$ cat config.mk
export PLATFORM = sky130hd
export DESIGN_NAME = dr_to_serial_bridge
export DESIGN_NICKNAME = d
export VERILOG_FILES = /design/src/hw/dr_bridge_pkg.sv /design/src/hw/dr_completion.sv /design/src/hw/dr_to_serial_bridge.sv /design/src/hw/dr_word_link.sv /design/src/hw/p2s_shifter.sv
export SDC_FILE = /design/constraint.sdc
export NUM_CORES = 1
export LEC_CHECK = 0
export ABC_AREA = 1
export ABC_CLOCK_PERIOD_IN_PS = 5200
export CELL_PAD_IN_SITES_DETAIL_PLACEMENT = 2
export CELL_PAD_IN_SITES_GLOBAL_PLACEMENT = 2
export CORE_MARGIN = 2
export CORE_UTILIZATION = 28
export CTS_CLUSTER_DIAMETER = 30
export DETAILED_ROUTE_END_ITERATION = 10
export DONT_BUFFER_PORTS = 1
export GPL_TIMING_DRIVEN = 0
export PLACE_DENSITY_LB_ADDON = 0.1
export SETUP_SLACK_MARGIN = 0.3
export SYNTH_ARGS = -nofsm -noshare
export SYNTH_HDL_FRONTEND = slang
export SYNTH_SLANG_ARGS = --single-unit
$ cat constraint.sdc
create_clock -name clk -period 5.2 [get_ports clk]
set_input_delay 0.52 -clock clk [delete_from_list [all_inputs] [get_ports clk]]
set_output_delay 0.52 -clock clk [all_outputs]
set_load 0.01 [all_outputs]
$ cat src/hw/dr_bridge_pkg.sv
// shared types and constants for the dual-rail to serial bridge
// rail codes are used by the completion stage and the testbench encoder
// the top level takes DEFAULT_WIDTH as its parameter default
package dr_bridge_pkg;

	////////////////////
	// dual-rail coding
	////////////////////

	// one bit on two rails, rail1 in the upper position
	typedef logic [1:0] rail_code_t;

	// spacer between data phases
	localparam rail_code_t RAIL_NULL    = 2'b00;
	// rail0 alone asserted
	localparam rail_code_t RAIL_ZERO    = 2'b01;
	// rail1 alone asserted
	localparam rail_code_t RAIL_ONE     = 2'b10;
	// both rails high, never legal from a well behaved producer
	localparam rail_code_t RAIL_ILLEGAL = 2'b11;

	// word width when the top level is not overridden
	localparam int DEFAULT_WIDTH = 16;

	////////////////////
	// state machines
	////////////////////

	// four-phase handshake position seen by the completion stage
	typedef enum logic {
		PH_WAIT_DATA,
		PH_WAIT_NULL
	} dr_phase_e;

	// serializer activity
	typedef enum logic {
		SH_IDLE,
		SH_SHIFT
	} shift_state_e;

	// serial output pair, split into ports at the top level
	typedef struct packed {
		logic valid;
		logic data;
	} serial_out_t;

endpackage

$ cat src/hw/dr_completion.sv
// input stage of the bridge
// samples the dual-rail bus every clock, detects complete DATA and NULL words
// and runs the return-to-NULL handshake toward the producer on ko
// a complete word is decoded to single rail and strobed into the link
`timescale 1ns/1ps

module dr_completion #(
	parameter int width = dr_bridge_pkg::DEFAULT_WIDTH
) (
	input  logic               clk,
	input  logic               rst_n,
	input  logic [2*width-1:0] data_in,
	input  logic               link_full,
	output logic               ko,
	output logic               word_strobe,
	output logic [width-1:0]   word,
	output logic               protocol_error
);
	import dr_bridge_pkg::*;

	// registered copy of the rails, pair n holds bit n
	logic [2*width-1:0] din_q;
	// per-bit decode of the registered rails
	logic [width-1:0] bit_valid;
	logic [width-1:0] bit_null;
	logic [width-1:0] bit_illegal;
	logic [width-1:0] rail1_bits;
	dr_phase_e phase;

	////////////////////
	// input register
	////////////////////

	// cleared to all NULL so the first decode sees a spacer
	always_ff @(posedge clk) begin
		if (!rst_n) begin
			din_q <= '0;
		end else begin
			din_q <= data_in;
		end
	end

	// classify every pair
	always_comb begin
		rail_code_t pair;
		for (int n = 0; n < width; n++) begin
			pair = din_q[2*n +: 2];
			// exactly one-hot counts as complete
			bit_valid[n]   = (pair == RAIL_ZERO) || (pair == RAIL_ONE);
			bit_null[n]    = (pair == RAIL_NULL);
			bit_illegal[n] = (pair == RAIL_ILLEGAL);
			// rail1 carries the single-rail value
			rail1_bits[n]  = pair[1];
		end
	end

	////////////////////
	// handshake FSM
	////////////////////

	// ko is high for the whole return-to-NULL phase
	assign ko = (phase == PH_WAIT_NULL);

	always_ff @(posedge clk) begin
		if (!rst_n) begin
			phase          <= PH_WAIT_DATA;
			word_strobe    <= 1'b0;
			protocol_error <= 1'b0;
		end else begin
			// strobe lasts one cycle only
			word_strobe <= 1'b0;
			// sticky until reset
			if (|bit_illegal)
				protocol_error <= 1'b1;
			case (phase)
				PH_WAIT_DATA: begin
					// partial or illegal words fail the and-reduction
					// a full link holds the word with ko low
					if (&bit_valid && !link_full) begin
						phase       <= PH_WAIT_NULL;
						word_strobe <= 1'b1;
					end
				end
				PH_WAIT_NULL: begin
					// every pair back at the spacer
					if (&bit_null)
						phase <= PH_WAIT_DATA;
				end
				default: phase <= PH_WAIT_DATA;
			endcase
		end
	end

	// payload, written on the capture edge only
	always_ff @(posedge clk) begin
		if (phase == PH_WAIT_DATA && &bit_valid && !link_full)
			word <= rail1_bits;
	end

endmodule

$ cat src/hw/dr_to_serial_bridge.sv
// top level of the dual-rail to serial bridge
// chains completion, one-word link and serializer
// data_in carries bit n's rails at pair n, rail1 above rail0
// width is set here and passed to every stage
`timescale 1ns/1ps

module dr_to_serial_bridge #(
	parameter int width = dr_bridge_pkg::DEFAULT_WIDTH
) (
	input  logic               clk,
	input  logic               rst_n,
	input  logic [2*width-1:0] data_in,
	output logic               ko,
	output logic               data_out,
	output logic               data_valid,
	output logic               protocol_error
);
	import dr_bridge_pkg::*;

	// capture to link
	logic             word_strobe;
	logic [width-1:0] word;
	// link to serializer
	logic [width-1:0] link_word;
	logic             link_full;
	logic             take;
	serial_out_t      serial_out;

	dr_completion #(.width(width)) u_completion (
		.clk            (clk),
		.rst_n          (rst_n),
		.data_in        (data_in),
		.link_full      (link_full),
		.ko             (ko),
		.word_strobe    (word_strobe),
		.word           (word),
		.protocol_error (protocol_error)
	);

	dr_word_link #(.width(width)) u_link (
		.clk         (clk),
		.rst_n       (rst_n),
		.word_strobe (word_strobe),
		.word        (word),
		.take        (take),
		.link_word   (link_word),
		.link_full   (link_full)
	);

	p2s_shifter #(.width(width)) u_p2s (
		.clk        (clk),
		.rst_n      (rst_n),
		.link_word  (link_word),
		.link_full  (link_full),
		.take       (take),
		.serial_out (serial_out)
	);

	// split the serial pair into ports
	assign data_out   = serial_out.data;
	assign data_valid = serial_out.valid;

endmodule

$ cat src/hw/dr_word_link.sv
// one-word token buffer between capture and serializer
// a strobe fills it, the serializer empties it with take
// link_full is the only back-pressure path in the bridge
// and is what stalls the completion stage
`timescale 1ns/1ps

module dr_word_link #(
	parameter int width = dr_bridge_pkg::DEFAULT_WIDTH
) (
	input  logic             clk,
	input  logic             rst_n,
	input  logic             word_strobe,
	input  logic [width-1:0] word,
	input  logic             take,
	output logic [width-1:0] link_word,
	output logic             link_full
);

	////////////////////
	// token flag
	////////////////////

	// the strobe has priority, so a word arriving while the old one
	// leaves keeps the link occupied
	always_ff @(posedge clk) begin
		if (!rst_n) begin
			link_full <= 1'b0;
		end else if (word_strobe) begin
			link_full <= 1'b1;
		end else if (take) begin
			link_full <= 1'b0;
		end
	end

	////////////////////
	// data holding
	////////////////////

	// written only on a strobe
	// completion never strobes into a full link, so the stored word
	// stays stable until the serializer has loaded it
	always_ff @(posedge clk) begin
		if (word_strobe)
			link_word <= word;
	end

endmodule

$ cat src/hw/p2s_shifter.sv
// parallel to serial output stage
// loads a word from the link and sends it LSB first, one bit per clock
// serial_out.valid stays high for width cycles per word and runs on
// without a gap when the next word is already waiting in the link
`timescale 1ns/1ps

module p2s_shifter #(
	parameter int width = dr_bridge_pkg::DEFAULT_WIDTH
) (
	input  logic                      clk,
	input  logic                      rst_n,
	input  logic [width-1:0]          link_word,
	input  logic                      link_full,
	output logic                      take,
	output dr_bridge_pkg::serial_out_t serial_out
);
	import dr_bridge_pkg::*;

	// counter must hold width-1 and be at least one bit wide
	localparam int cnt_w = (width > 1) ? $clog2(width) : 1;

	shift_state_e state;
	// bits still to send, next one in position 0
	logic [width-1:0] shreg;
	// index of the bit now on serial_out
	logic [cnt_w-1:0] cnt;
	logic last_bit;

	assign last_bit = (cnt == cnt_w'(width - 1));

	// load when idle, or on the last bit for back-to-back words
	assign take = link_full && ((state == SH_IDLE) || last_bit);

	////////////////////
	// control
	////////////////////

	always_ff @(posedge clk) begin
		if (!rst_n) begin
			state      <= SH_IDLE;
			cnt        <= '0;
			serial_out <= '0;
		end else if (take) begin
			// bit 0 goes out straight from the link
			state            <= SH_SHIFT;
			cnt              <= '0;
			serial_out.valid <= 1'b1;
			serial_out.data  <= link_word[0];
		end else if (state == SH_SHIFT) begin
			if (last_bit) begin
				// nothing waiting, drop valid
				state            <= SH_IDLE;
				serial_out.valid <= 1'b0;
			end else begin
				cnt             <= cnt + 1'b1;
				serial_out.data <= shreg[0];
			end
		end
	end

	////////////////////
	// shift register
	////////////////////

	// payload only, follows the control decisions above
	always_ff @(posedge clk) begin
		if (take)
			shreg <= link_word >> 1;
		else if (state == SH_SHIFT)
			shreg <= shreg >> 1;
	end

endmodule

Word level (Yosys, flattened, before mapping)
Index checks and enable logic that the tools add are counted.
{"block": "totals", "reg_bits": 90, "latch_bits": 0, "ram_bits": 0, "mem_bits_ro": 0, "in_bits": 34, "out_inout_bits": 4, "mem_count": 0}
{"block": "op_classes", "add_sub_neg": 1, "mul": 0, "div": 0, "magnitude_cmp": 0, "n_eq_ne": 50, "shift": 0, "n_mux": 14, "bitwise_logic": 4, "reduce_logical": 49}
{"op": "$eq A2 B2 Y1 const B", "count": 32}
{"op": "$eq A2 B1 Y1 const B", "count": 16}
{"op": "$logic_not A2 Y1", "count": 16}
{"op": "$reduce_and A16 Y1", "count": 2}
{"op": "$mux W15", "count": 2}
{"op": "$logic_or A1 B1 Y1", "count": 17}
{"op": "$reduce_or A16 Y1", "count": 1}
{"op": "$mux W1", "count": 9}
{"op": "$reduce_and A2 Y1", "count": 3}
{"op": "$reduce_bool A2 Y1", "count": 3}
{"op": "$add A4 B1 Y4 const B", "count": 1}
{"op": "$eq A4 B4 Y1 const B", "count": 1}
{"op": "$logic_and A1 B1 Y1", "count": 4}
{"op": "$mux W2", "count": 2}
{"op": "$not A1 Y1", "count": 4}
{"op": "$reduce_or A2 Y1", "count": 2}
{"op": "$ne A2 B2 Y1 const B", "count": 1}
{"op": "$pmux W1 S2", "count": 1}
{"op": "$logic_not A1 Y1", "count": 1}

Depth between registers and ports, before layout
{"block": "depth", "ltp_word": 6, "mapped_depth": 8}

Modules after synthesis
From an unflattened synthesis, not the netlist that was laid out.
{"block": "hier_totals", "hier_cells": 367, "hier_area_um2": 3726.1}
{"mod": "dr_completion", "n_inst": 1, "cells_per_inst": 242, "area_each_um2": 2223.4}
{"mod": "p2s_shifter", "n_inst": 1, "cells_per_inst": 103, "area_each_um2": 978.4}
{"mod": "dr_word_link", "n_inst": 1, "cells_per_inst": 22, "area_each_um2": 524.3}

Worst setup path before layout
Ideal clock, no wire load.
{"block": "synth_timing", "path_kind": "register to register", "from": "register u_completion.din_q[11]", "to": "register u_completion.word[0], enable pin", "setup_ns": 0.390, "arrival_time_ns": 1.559, "required_ns": 4.810, "setup_slack_ns": 3.251, "stages_incl_launch_ff": 7, "path_buffers": 0, "synth_period_minus_slack_ns": 1.949, "cell_sequence": "dfxtp_1 > inv_1 > ha_1 > nand2_1 > nor2_1 > nand3_1 > nor2_1"}
{"block": "synth_between", "elab_chain_len": 5}
{"element": "start, declared", "line_no": "dr_completion.sv:22", "rtl": "logic [2*width-1:0] din_q;"}
{"element": "start signal, assigned", "line_no": "dr_completion.sv:39", "rtl": "din_q <= data_in;"}
{"element": "$eq A2 B1 Y1 / $eq A2 B2 Y1 (equally long branches)", "line_no": "dr_completion.sv:49", "rtl": "bit_valid[n] = (pair == RAIL_ZERO) || (pair == RAIL_ONE);"}
{"element": "$logic_or A1 B1 Y1 (*)", "line_no": "dr_completion.sv:49"}
{"element": "$reduce_and A16 Y1 (*)", "line_no": "dr_completion.sv:96", "rtl": "if (phase == PH_WAIT_DATA && &bit_valid && !link_full)"}
{"element": "$logic_and A1 B1 Y1 (*) (2 in a row)", "line_no": "dr_completion.sv:96"}
{"element": "end signal, assigned", "line_no": "dr_completion.sv:97", "rtl": "word <= rail1_bits;"}
{"element": "end, declared", "line_no": "dr_completion.sv:16", "rtl": "output logic [width-1:0] word,"}
Every way passes the cells marked *; elsewhere a longest branch is shown, timed or not.
A chain may end at the register's enable or synchronous reset.

Worst setup path in the final report
{"block": "layout_timing", "from": "register u_completion.din_q[19]", "to": "register u_completion.word[9], enable pin"}
The elaborated chain is that of the path after synthesis.

==> flow_metrics.tcl <==
set metrics [dict create \
    outcome "finished, final reports clean" \
    startpoint "u_completion.din_q[19]" \
    period_minus_slack_ps 2040 \
    htreeDepth 3 \
    fin_tns_setup_ps 0 \
    clkPwrFrac_pct 49.4 \
    finalHoldViolations 0 \
    grt_max_degree 18 \
    synth.distinct_cells 22 \
    clock-sinks 90 \
    first_pass_iters 4 \
    syn2layout_area_growth_pct 15.9 \
    cts_tree "done" \
    slew_headroom_pct 47.3 \
    drive_above_1_share_pct 8.04 \
    m1WireLength_um 3120 \
    tightest_slew_ps 790 \
    fin_util_pct 33.5 \
    port_buffers 0 \
    cap_viol_max_count 0 \
    cts_resized 0 \
    via_count 2219 \
    fillers 1445 \
    rr_endpoint "u_completion.word[9]" \
    intPower_mw 1.31 \
    ios 38 \
    reg2reg_from "u_completion.din_q[19]" \
    hold_depth 2 \
    multi_input_area_um2 1060 \
    grt_use_total_pct 11.3 \
    critPathLaunchType "flip-flop" \
    hp-class "input pin to flip-flop" \
    die-area_um2 14100 \
    grt_pass1_wl_um 11900 \
    hpwl_um 5380 \
    pre_cts_ws_ps 2710 \
    r2r_cells 6 \
    setup_viol 0 \
    ys_warn_count 0 \
    clk_path_buf_depth 2 \
    arrival_ps 2020 \
    wl_met2_um 3460 \
    die_w_um 119 \
    grt_antenna_before_repair 0 \
    crit_type "flip-flop to flip-flop" \
    drtAntennaViolNets 0 \
    clock_latency_ps 350 \
    skew_ps 3.82 \
    cp-end-kind "flip-flop" \
    num_rows 41 \
    r2r_slack_ps 3160 \
    rsz0062_at_grt "false" \
    highest_layer "met4" \
    syn_nets 424 \
    ys_ff_latch 90 \
    vias_per_cell 4.07 \
    place.gp.congestion 0.723 \
    clkTransAtPathRegs_ps 60 \
    fmax_ghz 0.489 \
    seqPwrFrac_pct 47.5 \
    grt_pass1_vias 2430 \
    core_um2 12700 \
    cp_max_fo 17 \
    syn_inst 357 \
    p_leak_nw 1.93 \
    grt_overflow_total 0 \
    wl_met3_um 242 \
    initial_utilization_pct 28.9 \
    power_switching_uw 309 \
    fin_ws_ps 3160 \
    post_drt_wl_per_cell_um 12.9 \
    regArea_um2 2270 \
    comb_power_share_pct 3.1 \
    ys_seq_area_share_pct 61.8 \
    hp-start "data_in[9]" \
    powerDensity_nw_per_um2 379 \
    cts-root-buf "clkbuf_16" \
    drc 0 \
    ir_worst_vdd_v 0.000146 \
    insertedDiodeCount 0 \
    final_nets 435 \
    worstPathRequired_ps 5170 \
    total_power_mw 1.62 \
    numCtsBuffers 9 \
    holdBufCountCts 0 \
    syn_area_per_cell_um2 10.3 \
    final_max_slew_viol_count 0 \
    synthesis.area_um2 3680 \
    cts.repair_timing.setup_buffer_count 0 \
    die_y_um 119 \
    p_sw_share_pct 19.1 \
    wl_um 7030 \
    whs_endpoint "u_completion.din_q[9]" \
    drt_iter0_drc 66 \
    fin_crit_sh_pct 39.3 \
]
routing by layer:
layer / vias up / GRT usage (%)
li1: 1124 / -
met1: 1054 / 12.8
met2: 32 / 18.8
met3: 9 / 2.99
met4: 0 / 6.92
met5: - / 0
synthesized netlist by cell type:
library cell   n  area (um^2)
nor2_1        20         75.1
buf_4          1         7.51
nand3_1       22          110
buf_2          3         15.0
o21a_1         1         7.51
buf_6          2         22.5
buf_8          1         15.0
o21ai_0        2         10.0
nor3_1         1         5.00
a21oi_1        7         35.0
or2_2          2         12.5
edfxtp_1      47         1410
nand2_1       90          338
nand2_4        2         22.5
clkbuf_1       2         7.51
dfxtp_1       43          861
nand3_2        1         10.0
nor3_2         1         10.0
nor2_2         1         6.26
ha_1          33          413
inv_1         74          278
nand4_1        1         6.26
sequential cells by signal, indices dropped and copies added, names as in the netlist, 2 cells and up:
register	count
u_p2s.shreg	15
u_completion.din_q	32
u_link.link_word	16
u_p2s.serial_out	2
u_completion.word	16
u_p2s.cnt	4
power by group through the flow:
stage	registers, mW	logic, mW	clock network [mW]
after CTS	0.768	0.0541	0.829
final	0.768	0.0505	0.797
after detailed placement	0.784	0.0530	0
after global placement	0.784	0.0509	0
after global routing	0.769	0.0630	0.854
after floorplan	0.779	0.0368	0
worst max-delay path by stage:
stage	cells after the start	end
2_1_floorplan	6	u_completion.word[0]
3_3_place_gp	6	u_completion.word[11]
3_5_place_dp	6	u_completion.word[11]
4_1_cts	6	u_completion.word[3]
5_1_grt	8	u_completion.ko
6_report	6	u_completion.word[9]
cells in the final DEF (no fill, tap or decap):
master and n:
nor3_2 1, nand3_2 1, clkbuf_16 9, a21oi_1 7
ha_1 33, o21ai_0 2, buf_8 1, clkinv_2 1
nor2_2 2, buf_6 2, nand3_1 22, nor3_1 1
or2_2 2, nor2_1 19, nand2_4 2, edfxtp_1 47
buf_2 3, inv_1 74, nand2_1 90, nand4_1 1
dfxtp_1 43, o21a_1 1, buf_4 1, clkbuf_1 3
bufinv_16 4, clkbuf_8 1
stage by stage:
step	area [um^2]	std cells	hold WS, ps
after floorplan	3680	357	400
after global placement	3890	529	403
after detailed placement	3890	529	408
after CTS	4260	545	252
after global routing	4260	545	264
final	4260	545	272
critical path, cell delays in order, from the launching register on:
cell and delay (ps):
dfxtp_1 380, inv_1 80, ha_1 300, nand2_1 60, nor2_1 120, nand3_1 110, nor2_2 620
logic make-up after synthesis:
| logic type | share of synthesized area (%) |
|---|---|
| AOI/OAI and AO/OA | 1.43 |
| adders and majority gates | 11.2 |
| buffers and inverters | 9.39 |
| DFF | 61.8 |
| and+or+nand+nor | 16.2 |
area by class of cell:
type,instances,area share (%)
clock buffers,11,5.69
flip-flops and latches,90,53.3
inverters,74,6.51
clock inverters,5,2.93
well taps,172,5.05
multi-input cells,184,24.9
plain buffers,9,1.58
No activity file was read; power rests on OpenSTA's default activity.
